## src/qpix_ctrl_pkg.sv

```systemverilog
package qpix_ctrl_pkg;

    ////////////////////////////////////////////////////////////
    // Widths and sizes
    ////////////////////////////////////////////////////////////

    localparam int TS_WIDTH        = 64;
    localparam int APB_DATA_WIDTH  = 32;
    // Byte address
    localparam int APB_ADDR_WIDTH  = 8;
    localparam int NUM_CH          = 4;
    localparam int FIFO_DEPTH      = 8;
    localparam int FIFO_PTR_WIDTH  = 3;

    // Serial loader timing
    localparam int SER_BITS        = 32;
    localparam int SER_HALF_PERIOD = 2;
    localparam int SER_DIV_WIDTH   = $clog2(SER_HALF_PERIOD + 1);
    localparam int SER_CNT_WIDTH   = $clog2(SER_BITS);

    ////////////////////////////////////////////////////////////
    // Shared types
    ////////////////////////////////////////////////////////////

    typedef logic [TS_WIDTH-1:0]       timestamp_t;
    typedef logic [APB_ADDR_WIDTH-1:0] apb_addr_t;
    typedef logic [APB_DATA_WIDTH-1:0] apb_data_t;
    typedef logic [NUM_CH-1:0]         ch_mask_t;
    typedef logic [FIFO_PTR_WIDTH-1:0] fifo_ptr_t;

    typedef enum logic {
        SER_IDLE,
        SER_SHIFT
    } ser_state_t;

    ////////////////////////////////////////////////////////////
    // Register map
    ////////////////////////////////////////////////////////////

    localparam apb_addr_t ADDR_CTRL        = 8'h00;
    localparam apb_addr_t ADDR_SER_CMD     = 8'h04;
    localparam apb_addr_t ADDR_SER_DATA    = 8'h08;
    localparam apb_addr_t ADDR_FIFO_POP    = 8'h0C;
    localparam apb_addr_t ADDR_TRIG_HI     = 8'h10;
    localparam apb_addr_t ADDR_TRIG_LO     = 8'h14;
    localparam apb_addr_t ADDR_FIFO_STATUS = 8'h18;
    // Channel n upper half at base + 8n, lower half 4 above it
    localparam apb_addr_t ADDR_HEAD_BASE   = 8'h20;
    localparam apb_addr_t ADDR_ID          = 8'h7C;

    // Bit positions inside the control and command words
    localparam int CTRL_TRIGGER    = 0;
    localparam int CTRL_EXT_POR    = 1;
    localparam int CTRL_RST_EXT    = 2;
    localparam int CTRL_STARTUP    = 3;
    localparam int CMD_LOAD        = 0;
    localparam int CMD_XMIT        = 1;
    // Full flags start here in the status word
    localparam int STATUS_FULL_LSB = 16;

    localparam apb_data_t ID_VALUE = 32'h5150_0C04;

endpackage
```

## src/qpix_ctrl_top.sv

```systemverilog
`timescale 1ns/1ps

module qpix_ctrl_top
    import qpix_ctrl_pkg::*;
(
    input  logic      clk200,
    input  logic      counter_reset,
    // APB slave
    input  logic      psel,
    input  logic      penable,
    input  logic      pwrite,
    input  apb_addr_t paddr,
    input  apb_data_t pwdata,
    output apb_data_t prdata,
    output logic      pready,
    output logic      pslverr,
    // Hit lines from the chip, asynchronous
    input  ch_mask_t  hit_lvds,
    // Pads
    output logic      trigger,
    output logic      ext_por,
    output logic      rst_ext,
    output logic      startup,
    output logic      ser_data,
    output logic      ser_clk
);

    timestamp_t timestamp;
    timestamp_t trig_timestamp;
    timestamp_t heads [NUM_CH];
    ch_mask_t   empty;
    ch_mask_t   full;
    ch_mask_t   pop;
    apb_data_t  ser_word;
    logic       ser_load;
    logic       ser_xmit;
    logic       ser_busy;

    ////////////////////////////////////////////////////////////
    // Register block
    ////////////////////////////////////////////////////////////

    qpix_apb_regs u_regs (
        .clk200         (clk200),
        .counter_reset  (counter_reset),
        .psel           (psel),
        .penable        (penable),
        .pwrite         (pwrite),
        .paddr          (paddr),
        .pwdata         (pwdata),
        .prdata         (prdata),
        .pready         (pready),
        .pslverr        (pslverr),
        .trig_timestamp (trig_timestamp),
        .heads          (heads),
        .empty          (empty),
        .full           (full),
        .ser_busy       (ser_busy),
        .trigger        (trigger),
        .ext_por        (ext_por),
        .rst_ext        (rst_ext),
        .startup        (startup),
        .ser_word       (ser_word),
        .ser_load       (ser_load),
        .ser_xmit       (ser_xmit),
        .pop            (pop)
    );

    // Timestamp counter, trigger capture
    timestamp_unit u_ts (
        .clk200         (clk200),
        .counter_reset  (counter_reset),
        .trigger        (trigger),
        .timestamp      (timestamp),
        .trig_timestamp (trig_timestamp)
    );

    // Configuration word to the pixel chip
    serial_loader u_loader (
        .clk200        (clk200),
        .counter_reset (counter_reset),
        .load          (ser_load),
        .xmit          (ser_xmit),
        .word          (ser_word),
        .ser_data      (ser_data),
        .ser_clk       (ser_clk),
        .busy          (ser_busy)
    );

    // One channel per hit line, all stamped from the same counter
    for (genvar g = 0; g < NUM_CH; g++)
    begin : g_ch
        hit_channel u_ch (
            .clk200        (clk200),
            .counter_reset (counter_reset),
            .hit_in        (hit_lvds[g]),
            .timestamp     (timestamp),
            .pop           (pop[g]),
            .head          (heads[g]),
            .empty         (empty[g]),
            .full          (full[g])
        );
    end

endmodule

```

## src/qpix_apb_regs.sv

```systemverilog
`timescale 1ns/1ps

module qpix_apb_regs
    import qpix_ctrl_pkg::*;
(
    input  logic       clk200,
    input  logic       counter_reset,
    // APB slave
    input  logic       psel,
    input  logic       penable,
    input  logic       pwrite,
    input  apb_addr_t  paddr,
    input  apb_data_t  pwdata,
    output apb_data_t  prdata,
    output logic       pready,
    output logic       pslverr,
    // Read-only state
    input  timestamp_t trig_timestamp,
    input  timestamp_t heads [NUM_CH],
    input  ch_mask_t   empty,
    input  ch_mask_t   full,
    input  logic       ser_busy,
    // Pad controls
    output logic       trigger,
    output logic       ext_por,
    output logic       rst_ext,
    output logic       startup,
    // Loader and FIFO controls
    output apb_data_t  ser_word,
    output logic       ser_load,
    output logic       ser_xmit,
    output ch_mask_t   pop
);

    logic access;
    logic wr_en;
    logic addr_hit;

    // Access phase of a transfer, no wait states
    assign access = psel & penable;
    assign wr_en  = access & pwrite;
    assign pready = 1'b1;

    ////////////////////////////////////////////////////////////
    // Address decode and read multiplexer
    ////////////////////////////////////////////////////////////

    always_comb
    begin
        addr_hit = 1'b1;
        prdata   = '0;
        case (paddr)
            ADDR_CTRL:
            begin
                prdata[CTRL_TRIGGER] = trigger;
                prdata[CTRL_EXT_POR] = ext_por;
                prdata[CTRL_RST_EXT] = rst_ext;
                prdata[CTRL_STARTUP] = startup;
            end
            ADDR_SER_CMD:     prdata[0] = ser_busy;
            ADDR_SER_DATA:    prdata = ser_word;
            // Pop register is write only, reads as zero
            ADDR_FIFO_POP:    prdata = '0;
            ADDR_TRIG_HI:     prdata = trig_timestamp[TS_WIDTH-1 -: APB_DATA_WIDTH];
            ADDR_TRIG_LO:     prdata = trig_timestamp[APB_DATA_WIDTH-1:0];
            ADDR_FIFO_STATUS:
            begin
                prdata[NUM_CH-1:0]               = empty;
                prdata[STATUS_FULL_LSB +: NUM_CH] = full;
            end
            ADDR_ID:          prdata = ID_VALUE;
            default:
            begin
                // Head words, two per channel
                addr_hit = 1'b0;
                for (int n = 0; n < NUM_CH; n++)
                begin
                    if (paddr == apb_addr_t'(ADDR_HEAD_BASE + 8 * n))
                    begin
                        addr_hit = 1'b1;
                        prdata   = heads[n][TS_WIDTH-1 -: APB_DATA_WIDTH];
                    end
                    if (paddr == apb_addr_t'(ADDR_HEAD_BASE + 8 * n + 4))
                    begin
                        addr_hit = 1'b1;
                        prdata   = heads[n][APB_DATA_WIDTH-1:0];
                    end
                end
            end
        endcase
    end

    // Unmapped address, flagged only in the access phase
    assign pslverr = access & ~addr_hit;

    ////////////////////////////////////////////////////////////
    // Writable registers and one-cycle strobes
    ////////////////////////////////////////////////////////////

    always_ff @(posedge clk200)
    begin
        if (counter_reset)
        begin
            trigger  <= 1'b0;
            ext_por  <= 1'b0;
            rst_ext  <= 1'b0;
            startup  <= 1'b0;
            ser_word <= '0;
            ser_load <= 1'b0;
            ser_xmit <= 1'b0;
            pop      <= '0;
        end
        else
        begin
            // Strobes drop after one cycle
            ser_load <= 1'b0;
            ser_xmit <= 1'b0;
            pop      <= '0;
            if (wr_en)
            begin
                case (paddr)
                    ADDR_CTRL:
                    begin
                        trigger <= pwdata[CTRL_TRIGGER];
                        ext_por <= pwdata[CTRL_EXT_POR];
                        rst_ext <= pwdata[CTRL_RST_EXT];
                        startup <= pwdata[CTRL_STARTUP];
                    end
                    ADDR_SER_CMD:
                    begin
                        ser_load <= pwdata[CMD_LOAD];
                        ser_xmit <= pwdata[CMD_XMIT];
                    end
                    ADDR_SER_DATA: ser_word <= pwdata;
                    ADDR_FIFO_POP: pop <= pwdata[NUM_CH-1:0];
                    // Read-only and unmapped addresses are left alone
                    default: ;
                endcase
            end
        end
    end

endmodule

```

## src/serial_loader.sv

```systemverilog
`timescale 1ns/1ps

module serial_loader
    import qpix_ctrl_pkg::*;
(
    input  logic      clk200,
    input  logic      counter_reset,
    input  logic      load,
    input  logic      xmit,
    input  apb_data_t word,
    output logic      ser_data,
    output logic      ser_clk,
    output logic      busy
);

    ser_state_t               state;
    // Shift register, MSB goes out first
    apb_data_t                shreg;
    // Cycles spent in the current half period
    logic [SER_DIV_WIDTH-1:0] div_cnt;
    // Bits already sent
    logic [SER_CNT_WIDTH-1:0] bit_cnt;
    logic                     half_done;
    logic                     bit_done;

    assign half_done = (div_cnt == SER_DIV_WIDTH'(SER_HALF_PERIOD - 1));
    // End of the high phase closes one serial clock period
    assign bit_done  = half_done & ser_clk;

    ////////////////////////////////////////////////////////////
    // State machine, divider and bit counter
    ////////////////////////////////////////////////////////////

    always_ff @(posedge clk200)
    begin
        if (counter_reset)
        begin
            state   <= SER_IDLE;
            ser_clk <= 1'b0;
            div_cnt <= '0;
            bit_cnt <= '0;
        end
        else
        begin
            case (state)
                SER_IDLE:
                begin
                    ser_clk <= 1'b0;
                    div_cnt <= '0;
                    bit_cnt <= '0;
                    if (xmit)
                    begin
                        state <= SER_SHIFT;
                    end
                end
                SER_SHIFT:
                begin
                    if (half_done)
                    begin
                        div_cnt <= '0;
                        // Low half sets up the bit, high half presents the edge
                        ser_clk <= ~ser_clk;
                        if (ser_clk)
                        begin
                            if (bit_cnt == SER_CNT_WIDTH'(SER_BITS - 1))
                            begin
                                state <= SER_IDLE;
                            end
                            else
                            begin
                                bit_cnt <= bit_cnt + 1'b1;
                            end
                        end
                    end
                    else
                    begin
                        div_cnt <= div_cnt + 1'b1;
                    end
                end
            endcase
        end
    end

    // Load only while idle, shift at the falling serial clock
    always_ff @(posedge clk200)
    begin
        if (state == SER_IDLE)
        begin
            if (load)
            begin
                shreg <= word;
            end
        end
        else if (bit_done)
        begin
            shreg <= {shreg[SER_BITS-2:0], 1'b0};
        end
    end

    assign busy     = (state == SER_SHIFT);
    // Data line stays low outside a transfer
    assign ser_data = busy & shreg[SER_BITS-1];

endmodule

```

## src/hit_channel.sv

```systemverilog
`timescale 1ns/1ps

module hit_channel
    import qpix_ctrl_pkg::*;
(
    input  logic       clk200,
    input  logic       counter_reset,
    input  logic       hit_in,
    input  timestamp_t timestamp,
    input  logic       pop,
    output timestamp_t head,
    output logic       empty,
    output logic       full
);

    // Two-flop synchronizer
    logic hit_meta;
    logic hit_sync;
    // Edge detect and registered one-shot
    logic hit_sync_d;
    logic hit_pulse;
    logic push;

    ////////////////////////////////////////////////////////////
    // Synchronizer and rising-edge one-shot
    ////////////////////////////////////////////////////////////

    always_ff @(posedge clk200)
    begin
        if (counter_reset)
        begin
            hit_meta   <= 1'b0;
            hit_sync   <= 1'b0;
            hit_sync_d <= 1'b0;
            hit_pulse  <= 1'b0;
        end
        else
        begin
            hit_meta   <= hit_in;
            hit_sync   <= hit_meta;
            hit_sync_d <= hit_sync;
            // Single cycle per rising edge, however long the hit stays high
            hit_pulse  <= hit_sync & ~hit_sync_d;
        end
    end

    // Hit is lost when the FIFO has no room
    assign push = hit_pulse & ~full;

    timestamp_fifo u_fifo (
        .clk200        (clk200),
        .counter_reset (counter_reset),
        .push          (push),
        .push_data     (timestamp),
        .pop           (pop),
        .head          (head),
        .empty         (empty),
        .full          (full)
    );

endmodule

```

## src/timestamp_fifo.sv

```systemverilog
`timescale 1ns/1ps

module timestamp_fifo
    import qpix_ctrl_pkg::*;
(
    input  logic       clk200,
    input  logic       counter_reset,
    input  logic       push,
    input  timestamp_t push_data,
    input  logic       pop,
    output timestamp_t head,
    output logic       empty,
    output logic       full
);

    // Circular buffer storage
    timestamp_t                mem [FIFO_DEPTH];
    fifo_ptr_t                 wr_ptr;
    fifo_ptr_t                 rd_ptr;
    // Occupancy, one bit wider than the pointers
    logic [FIFO_PTR_WIDTH:0]   count;
    logic [FIFO_PTR_WIDTH:0]   count_next;
    logic                      do_pop;

    // Pop on an empty FIFO does nothing
    assign do_pop = pop & ~empty;

    // Push and pop together leave the count unchanged
    always_comb
    begin
        count_next = count;
        case ({push, do_pop})
            2'b10: count_next = count + 1'b1;
            2'b01: count_next = count - 1'b1;
            default: count_next = count;
        endcase
    end

    // Write port, the caller never pushes into a full FIFO
    always_ff @(posedge clk200)
    begin
        if (push)
        begin
            mem[wr_ptr] <= push_data;
        end
    end

    ////////////////////////////////////////////////////////////
    // Pointers and registered flags
    ////////////////////////////////////////////////////////////

    always_ff @(posedge clk200)
    begin
        if (counter_reset)
        begin
            wr_ptr <= '0;
            rd_ptr <= '0;
            count  <= '0;
            empty  <= 1'b1;
            full   <= 1'b0;
        end
        else
        begin
            // Pointers wrap naturally at FIFO_DEPTH
            if (push)
            begin
                wr_ptr <= wr_ptr + 1'b1;
            end
            if (do_pop)
            begin
                rd_ptr <= rd_ptr + 1'b1;
            end
            count <= count_next;
            empty <= (count_next == '0);
            full  <= (count_next == (FIFO_PTR_WIDTH + 1)'(FIFO_DEPTH));
        end
    end

    // Oldest word, moves one cycle after a pop
    assign head = mem[rd_ptr];

endmodule

```

## src/timestamp_unit.sv

```systemverilog
`timescale 1ns/1ps

module timestamp_unit
    import qpix_ctrl_pkg::*;
(
    input  logic       clk200,
    input  logic       counter_reset,
    input  logic       trigger,
    output timestamp_t timestamp,
    output timestamp_t trig_timestamp
);

    // Trigger as seen one cycle earlier
    logic trig_d;

    ////////////////////////////////////////////////////////////
    // Free-running counter and trigger capture
    ////////////////////////////////////////////////////////////

    always_ff @(posedge clk200)
    begin
        if (counter_reset)
        begin
            timestamp      <= '0;
            trig_d         <= 1'b0;
            trig_timestamp <= '0;
        end
        else
        begin
            // Counts every cycle, wraps after 2^64
            timestamp <= timestamp + 1'b1;
            trig_d    <= trigger;
            // Rising edge of the trigger latches the current count
            if (trigger && !trig_d)
            begin
                trig_timestamp <= timestamp;
            end
        end
    end

endmodule

```

## config.mk

```make
export PLATFORM = sky130hd
export DESIGN_NAME = qpix_ctrl_top
export DESIGN_NICKNAME = d
export VERILOG_FILES = /design/src/qpix_ctrl_pkg.sv /design/src/qpix_ctrl_top.sv /design/src/qpix_apb_regs.sv /design/src/serial_loader.sv /design/src/hit_channel.sv /design/src/timestamp_fifo.sv /design/src/timestamp_unit.sv
export SDC_FILE = /design/constraint.sdc
export NUM_CORES = 2
export LEC_CHECK = 0
export ABC_AREA = 1
export BUFFER_PORTS_ARGS = -buffer_cell sky130_fd_sc_hd__buf_2
export CAP_MARGIN = 10
export CORE_MARGIN = 8
export CORE_UTILIZATION = 33
export DETAILED_ROUTE_END_ITERATION = 8
export PLACE_DENSITY_LB_ADDON = 0.08
export REMOVE_ABC_BUFFERS = 1
export SYNTH_ARGS = -nofsm -noshare
export SYNTH_HDL_FRONTEND = slang
export SYNTH_SLANG_ARGS = --single-unit
```

## constraint.sdc

```tcl
create_clock -name clk200 -period 5.23 [get_ports clk200]
set_clock_uncertainty 0.2 [all_clocks]
set_input_delay 0.7845 -clock clk200 [delete_from_list [all_inputs] [get_ports clk200]]
set_output_delay 0.7845 -clock clk200 [all_outputs]
set_load 0.005 [all_outputs]
```

======== After elaboration in Yosys (flattened, before gate mapping) ========
Memory sizes are Yosys's and may differ from the RTL's. A register that Yosys moved wholly into a read port is not among the register bits.
Cells that the tools add are included.
word-level totals
  register bits after elaboration ......... 276
  memory bits (writable) .................. 2,048
  word-level logic and storage cells ...... 220
  memories kept ........................... 4
operators by class
  add/sub/neg operators ................... 19
  eq/ne operators ......................... 33
  muxes and demuxes ....................... 58
  bitwise operators ....................... 35
  reductions and logical operators ........ 19
memory list
  memory                   words  bits a word  read ports  clocked after Yosys merged registers in  wr ports  RTL line              text
  g_ch[0].u_ch.u_fifo.mem  8      64           1           1                                        1         timestamp_fifo.sv:17  timestamp_t mem [FIFO_DEPTH];
  g_ch[1].u_ch.u_fifo.mem  8      64           1           1                                        1         timestamp_fifo.sv:17
  g_ch[2].u_ch.u_fifo.mem  8      64           1           1                                        1         timestamp_fifo.sv:17
  g_ch[3].u_ch.u_fifo.mem  8      64           1           1                                        1         timestamp_fifo.sv:17
operator list
  cell                     count
  $mux W32                 11
  $pmux W12 S5             2
  $add A64 B1 Y64 const B  1
  $eq A8 B6 Y1 const B     8
  $pmux W4 S2              4
  $add A3 B1 Y3 const B    8
  $eq A8 B5 Y1 const B     3
  $mux W3                  8
  $mux W1                  22
  $pmux W3 S7              1
  $pmux W4 S5              1
  $not A1 Y1               18
  $and A1 B1 Y1            17
  $add A4 B1 Y4 const B    4
  $eq A4 B4 Y1 const B     4
  $eq A8 B4 Y1 const B     2
  $logic_not A4 Y1         4
  $sub A4 B1 Y4 const B    4
  $mux W5                  3
  $eq A2 B1 Y1 const B     5
  $pmux W5 S2              1
  $eq A2 B2 Y1 const B     4
  $eq A8 B3 Y1 const B     1
  $eq A8 B7 Y1 const B     1
  19 further kinds         27

======== Logic depth before layout (Yosys ltp) ========
  word-level depth ........................ 12
  mapped depth ............................ 15
  gate-level depth less buffers ........... 13

======== Modules after synthesis ========
A second synthesis with hierarchy kept.
unflattened totals
  cells, all modules ...................... 8,274
  area total of the unflattened synthesis .. 94,858.5 um^2
by module, submodules not included
  module                                     instances  cells an instance  area each (um^2)  sequential area each (um^2)
  timestamp_fifo at g_ch[1].u_ch.u_fifo ...  3          1,544              20,480.9          15,675.0
  timestamp_fifo at g_ch[0].u_ch.u_fifo      1          1,545              20,484.6          15,675.0
  timestamp_unit                             1          886                5,854.4           2,582.5
  qpix_apb_regs                              1          963                4,784.6           840.8
  serial_loader                              1          192                1,801.7           1,141.1
  hit_channel                                4          14                 122.6             80.1

======== Least setup slack after synthesis ========
No wires, ideal clock.
  path kind ............................... reg-to-reg
  from .................................... register g_ch[0].u_ch.u_fifo.full
  to ...................................... memory g_ch[0].u_ch.u_fifo.mem[0][0] in the netlist's numbering (enable)
  setup time .............................. 0.486 ns
  data arrival time ....................... 3.327 ns
  setup slack ............................. 1.216 ns
  stages on the path, launching flop included .. 6
  period minus slack after synthesis ...... 4.014 ns
  cells stage by stage .................... dfxtp_1 -> inv_1 -> nand2_1 -> inv_1 -> nand2_1 -> nor2_1
on the way
  longest elaborated chain between the ends .. 4
RTL lines
  element                        RTL line              text
  from (decl)                    timestamp_fifo.sv:13  output logic full
  from (signal assigned)         timestamp_fifo.sv:75  full <= (count_next == (FIFO_PTR_WIDTH + 1)'(FIFO_DEPTH));
  $not A1 Y1                     hit_channel.sv:48     assign push = hit_pulse & ~full;
  $and A1 B1 Y1                  hit_channel.sv:48
  $mux W1                        timestamp_fifo.sv:42  if (push)
  $mux W1 (implied by the code)  timestamp_fifo.sv:44  mem[wr_ptr] <= push_data;
  to (decl)                      timestamp_fifo.sv:17
Every way passes these cells.

==> results by group <==
Status
  – Status: complete, no violations

Synth
  – Ys Warns: 0
  – Top-area cell type share of the netlist area: 0.6649
  – Synth Flop Type: edfxtp_1
  – Top-count cell post-synth: edfxtp_1
  – Mean Syn Cell Area: approximately 11 um^2
  – Post-synth cell types: 48
  – Number of flops mapped to enable cells by yosys: 2080
  – Mapped Area: 93930 um^2
  – Post-Synthesis Cells: roughly 8200
  – Post-synthesis sequential area ratio: 0.7195
  – Asr flop ratio synth: 0
  – Cell accounting for the most synthesized area: edfxtp_1
  – Top cells by count, synth: 2080 x edfxtp_1, 1496 x nor2_1, 1395 x nand2_1
  – Post-synthesis register bit count: 2336
  – Main area contributors after synthesis: edfxtp_1 66%, nor2_1 6.0%, nand2_1 5.6%

Hold path
  – Hold Crit Class: primary input to register
  – Hold path depth: 3
  – WHS Endpoint: u_regs.ser_word[2]$_SDFFE_PP0P_
  – Critical hold path startpoint: pwdata[2]

Global routing
  – First-pass GRT wire length: 450600 um
  – GRT overflow: 0
  – Initial antenna violation count: 17
  – Total track usage: 0.2017
  – Largest net degree at the start of global routing: 143
  – Vias in the first global route: 61629

Job
  – Max-cap violations: 0

Setup path
  – CP Class: register to output port
  – Worst r2r path cells: 8
  – Reg2Reg Setup Slack: 2060 ps
  – Critical Path Sink Type: output port
  – FF-to-FF Start: u_ts.timestamp[28]$_SDFF_PP0_
  – Startpoint class of the critical path: register
  – CP Max Fanout: 142
  – Reg-to-reg endpoint: u_ts.timestamp[60]$_SDFF_PP0_
  – CP arrival: 4060 ps
  – Critical Path RT: 4250 ps

Route
  – DR pass1 iterations: 6
  – DR vias: ~63000
  – Avg WL per Cell: 25.51 um
  – DRC: 0
  – Detailed Route Iter0 Violations: between 5000 and 6000
  – Remaining antenna violation count: 0
  – Vias per inst: 5.122
  – Detailed Route WL: 312500 um

Placed design
  – Global placement routability congestion: 0.8835
  – IO Port Bufs: 87
  – Detailed Place HPWL: 176400 um
  – Placed inst area: 99430 um^2

Final layout
  – Total Nets Final: roughly 8400
  – Share of cells above drive strength 1: 0.08887
  – Post-route cell area: between 100000 and 150000 um^2
  – Area growth syn-to-layout: 14.77%

STA
  – Setup TNS: 0 ps
  – Final Hold Fails: 0
  – Final max-slew violation count: 0
  – Worst Tran Pin Value: 1156 ps
  – # setup viols final: 0
  – Slew headroom: 0.2287
  – Final worst path period share: 0.9649
  – Minimum clock period: slightly above 5000 ps
  – RSZ-0062 raised after global routing: false
  – Max Freq: 198.2 MHz

Clocking
  – # resized after CTS: 0
  – Root Buffer: clkbuf_16
  – Worst-skew pair later-pin latency: 840 ps
  – CTS tree: yes
  – Clock Tree Buf Depth: 4
  – CTS Buf Count: roughly 270
  – Clock transition at path regs: 60 ps
  – CTS Sinks: roughly 2300
  – H-tree Lvls: 5

Power
  – Max VDD drop: 0.2327 mV
  – Power per standard cell area: 352.7 nW/um^2
  – LEAKAGE: 36.44 nW

Floorplanning
  – Core area: approximately 280000 um^2
  – Die area: 302000 um^2
  – Rows: 196
  – Initial Util: 0.3305
  – Die width: 549.5 um
  – I/O pins: 89
  – Die Y: 549.5 um
[cells in the final DEF, fill, tap and decap left out, drive strengths merged, types with 16 or more instances in the layout]
master / count
a21oi: 162
nand3: 444
dfxtp: 256
edfxtp: 2080
ha: 24
o21ai: 1031
nand4: 88
dlygate4sd3: 32
a221oi: 16
clkbuf: 365
nor3: 44
buf: 283
o211ai: 135
o22ai: 103
nand2: 1400
inv: 288
clkinv: 83
o221ai: 41
nor2: 1512
[layer usage]
layer,routed length [um],up-vias,track usage
met3,16070,384,0.02524
met2,148700,1658,0.3399
met1,140600,31654,0.2777
met5,0,-,0
met4,7082,0,0.04782
li1,-,29041,-
[registers in the layout (all words and copies together), names as in the netlist, 5 cells and up, named ones only]
register                 cells
g_ch.u_ch.u_fifo.mem      2048
u_ts.timestamp              64
u_ts.trig_timestamp         64
u_loader.shreg              32
u_regs.ser_word             32
g_ch.u_ch.u_fifo.count      16
g_ch.u_ch.u_fifo.rd_ptr     12
g_ch.u_ch.u_fifo.wr_ptr     12
u_loader.bit_cnt             5
[power by group]
| group | internal [W] | total [W] | switching, W |
|---|---|---|---|
| Sequential | 0.0201 | 0.0201 | 0.0000213 |
| Clock | 0.0102 | 0.0176 | 0.00740 |
| Combinational | 0.0000887 | 0.000303 | 0.000215 |
[how the worst max path moves through the flow]
stage	depth (start not counted)	endpoint	slack (ps)	start
after global placement	10	prdata[25]	540	paddr[7]
final	11	prdata[15]	180	register
after global routing	11	prdata[24]	40	register
after floorplan	10	prdata[5]	-4780	register
after detailed placement	10	prdata[25]	540	paddr[7]
after CTS	9	prdata[15]	150	register
[worst max-delay path, stage by stage, from the launching register on]
cell and delay (ps):
dfxtp_4 670, inv_8 380, buf_12 370, nand2_1 90, nand2_1 50, nand2_1 60
nand3_1 110, nand3_1 140, nand4_1 400, nor2_1 370, nand4_1 200, buf_2 210
[cell type report]
cell class | instances | area, um^2
multi-input combinational | 5077 | 23460
clock buffer | 365 | 7358
tap | 3762 | 4707
inverter | 289 | 1132
fill | 27275 | 176400
timing repair buffer | 315 | 2813
sequential | 2336 | 67660
antenna | 14 | 35.03
clock inverter | 91 | 640.6
[metrics by stage]
| stage | hold WS, ps | util | instances | setup WS [ps] | power, W |
|---|---|---|---|---|---|
| 4_1_cts | 8.870 | 0.3792 | 12235 | 152.4 | 0.03852 |
| 3_3_place_gp | 182.4 | 0.3498 | 11746 | 543.3 | 0.02079 |
| 6_report | 78.59 | 0.3793 | 12249 | 183.4 | 0.03802 |
| 3_5_place_dp | 178.2 | 0.3498 | 11746 | 540.5 | 0.02079 |
| 5_1_grt | 76.08 | 0.3792 | 12237 | 40.03 | 0.03920 |
| 2_1_floorplan | 172.8 | - | 7702 | -4785 | 0.02064 |
[repair_timing]
action	4_1_cts	5_1_grt
buffers inserted	1	0
setup endpoints to repair	1	0
hold buffers	32	0
hold endpoints to repair	32	0
[logic make-up (layout without fill, tap and decap cells)]
family,after synthesis,in the layout,share of synthesized area
muxes,8,8,0.0009058
xor gates and xnor gates,22,22,0.002051
other,1,15,0.00003992
DFF,2336,2336,0.7195
buffers and inverters,761,1060,0.03422
adders and majority gates,28,28,0.004049
and+or+nand+nor,3507,3507,0.1508
AOI/OAI and AO/OA,1511,1511,0.08839
No activity file was read; power rests on OpenSTA's default activity.
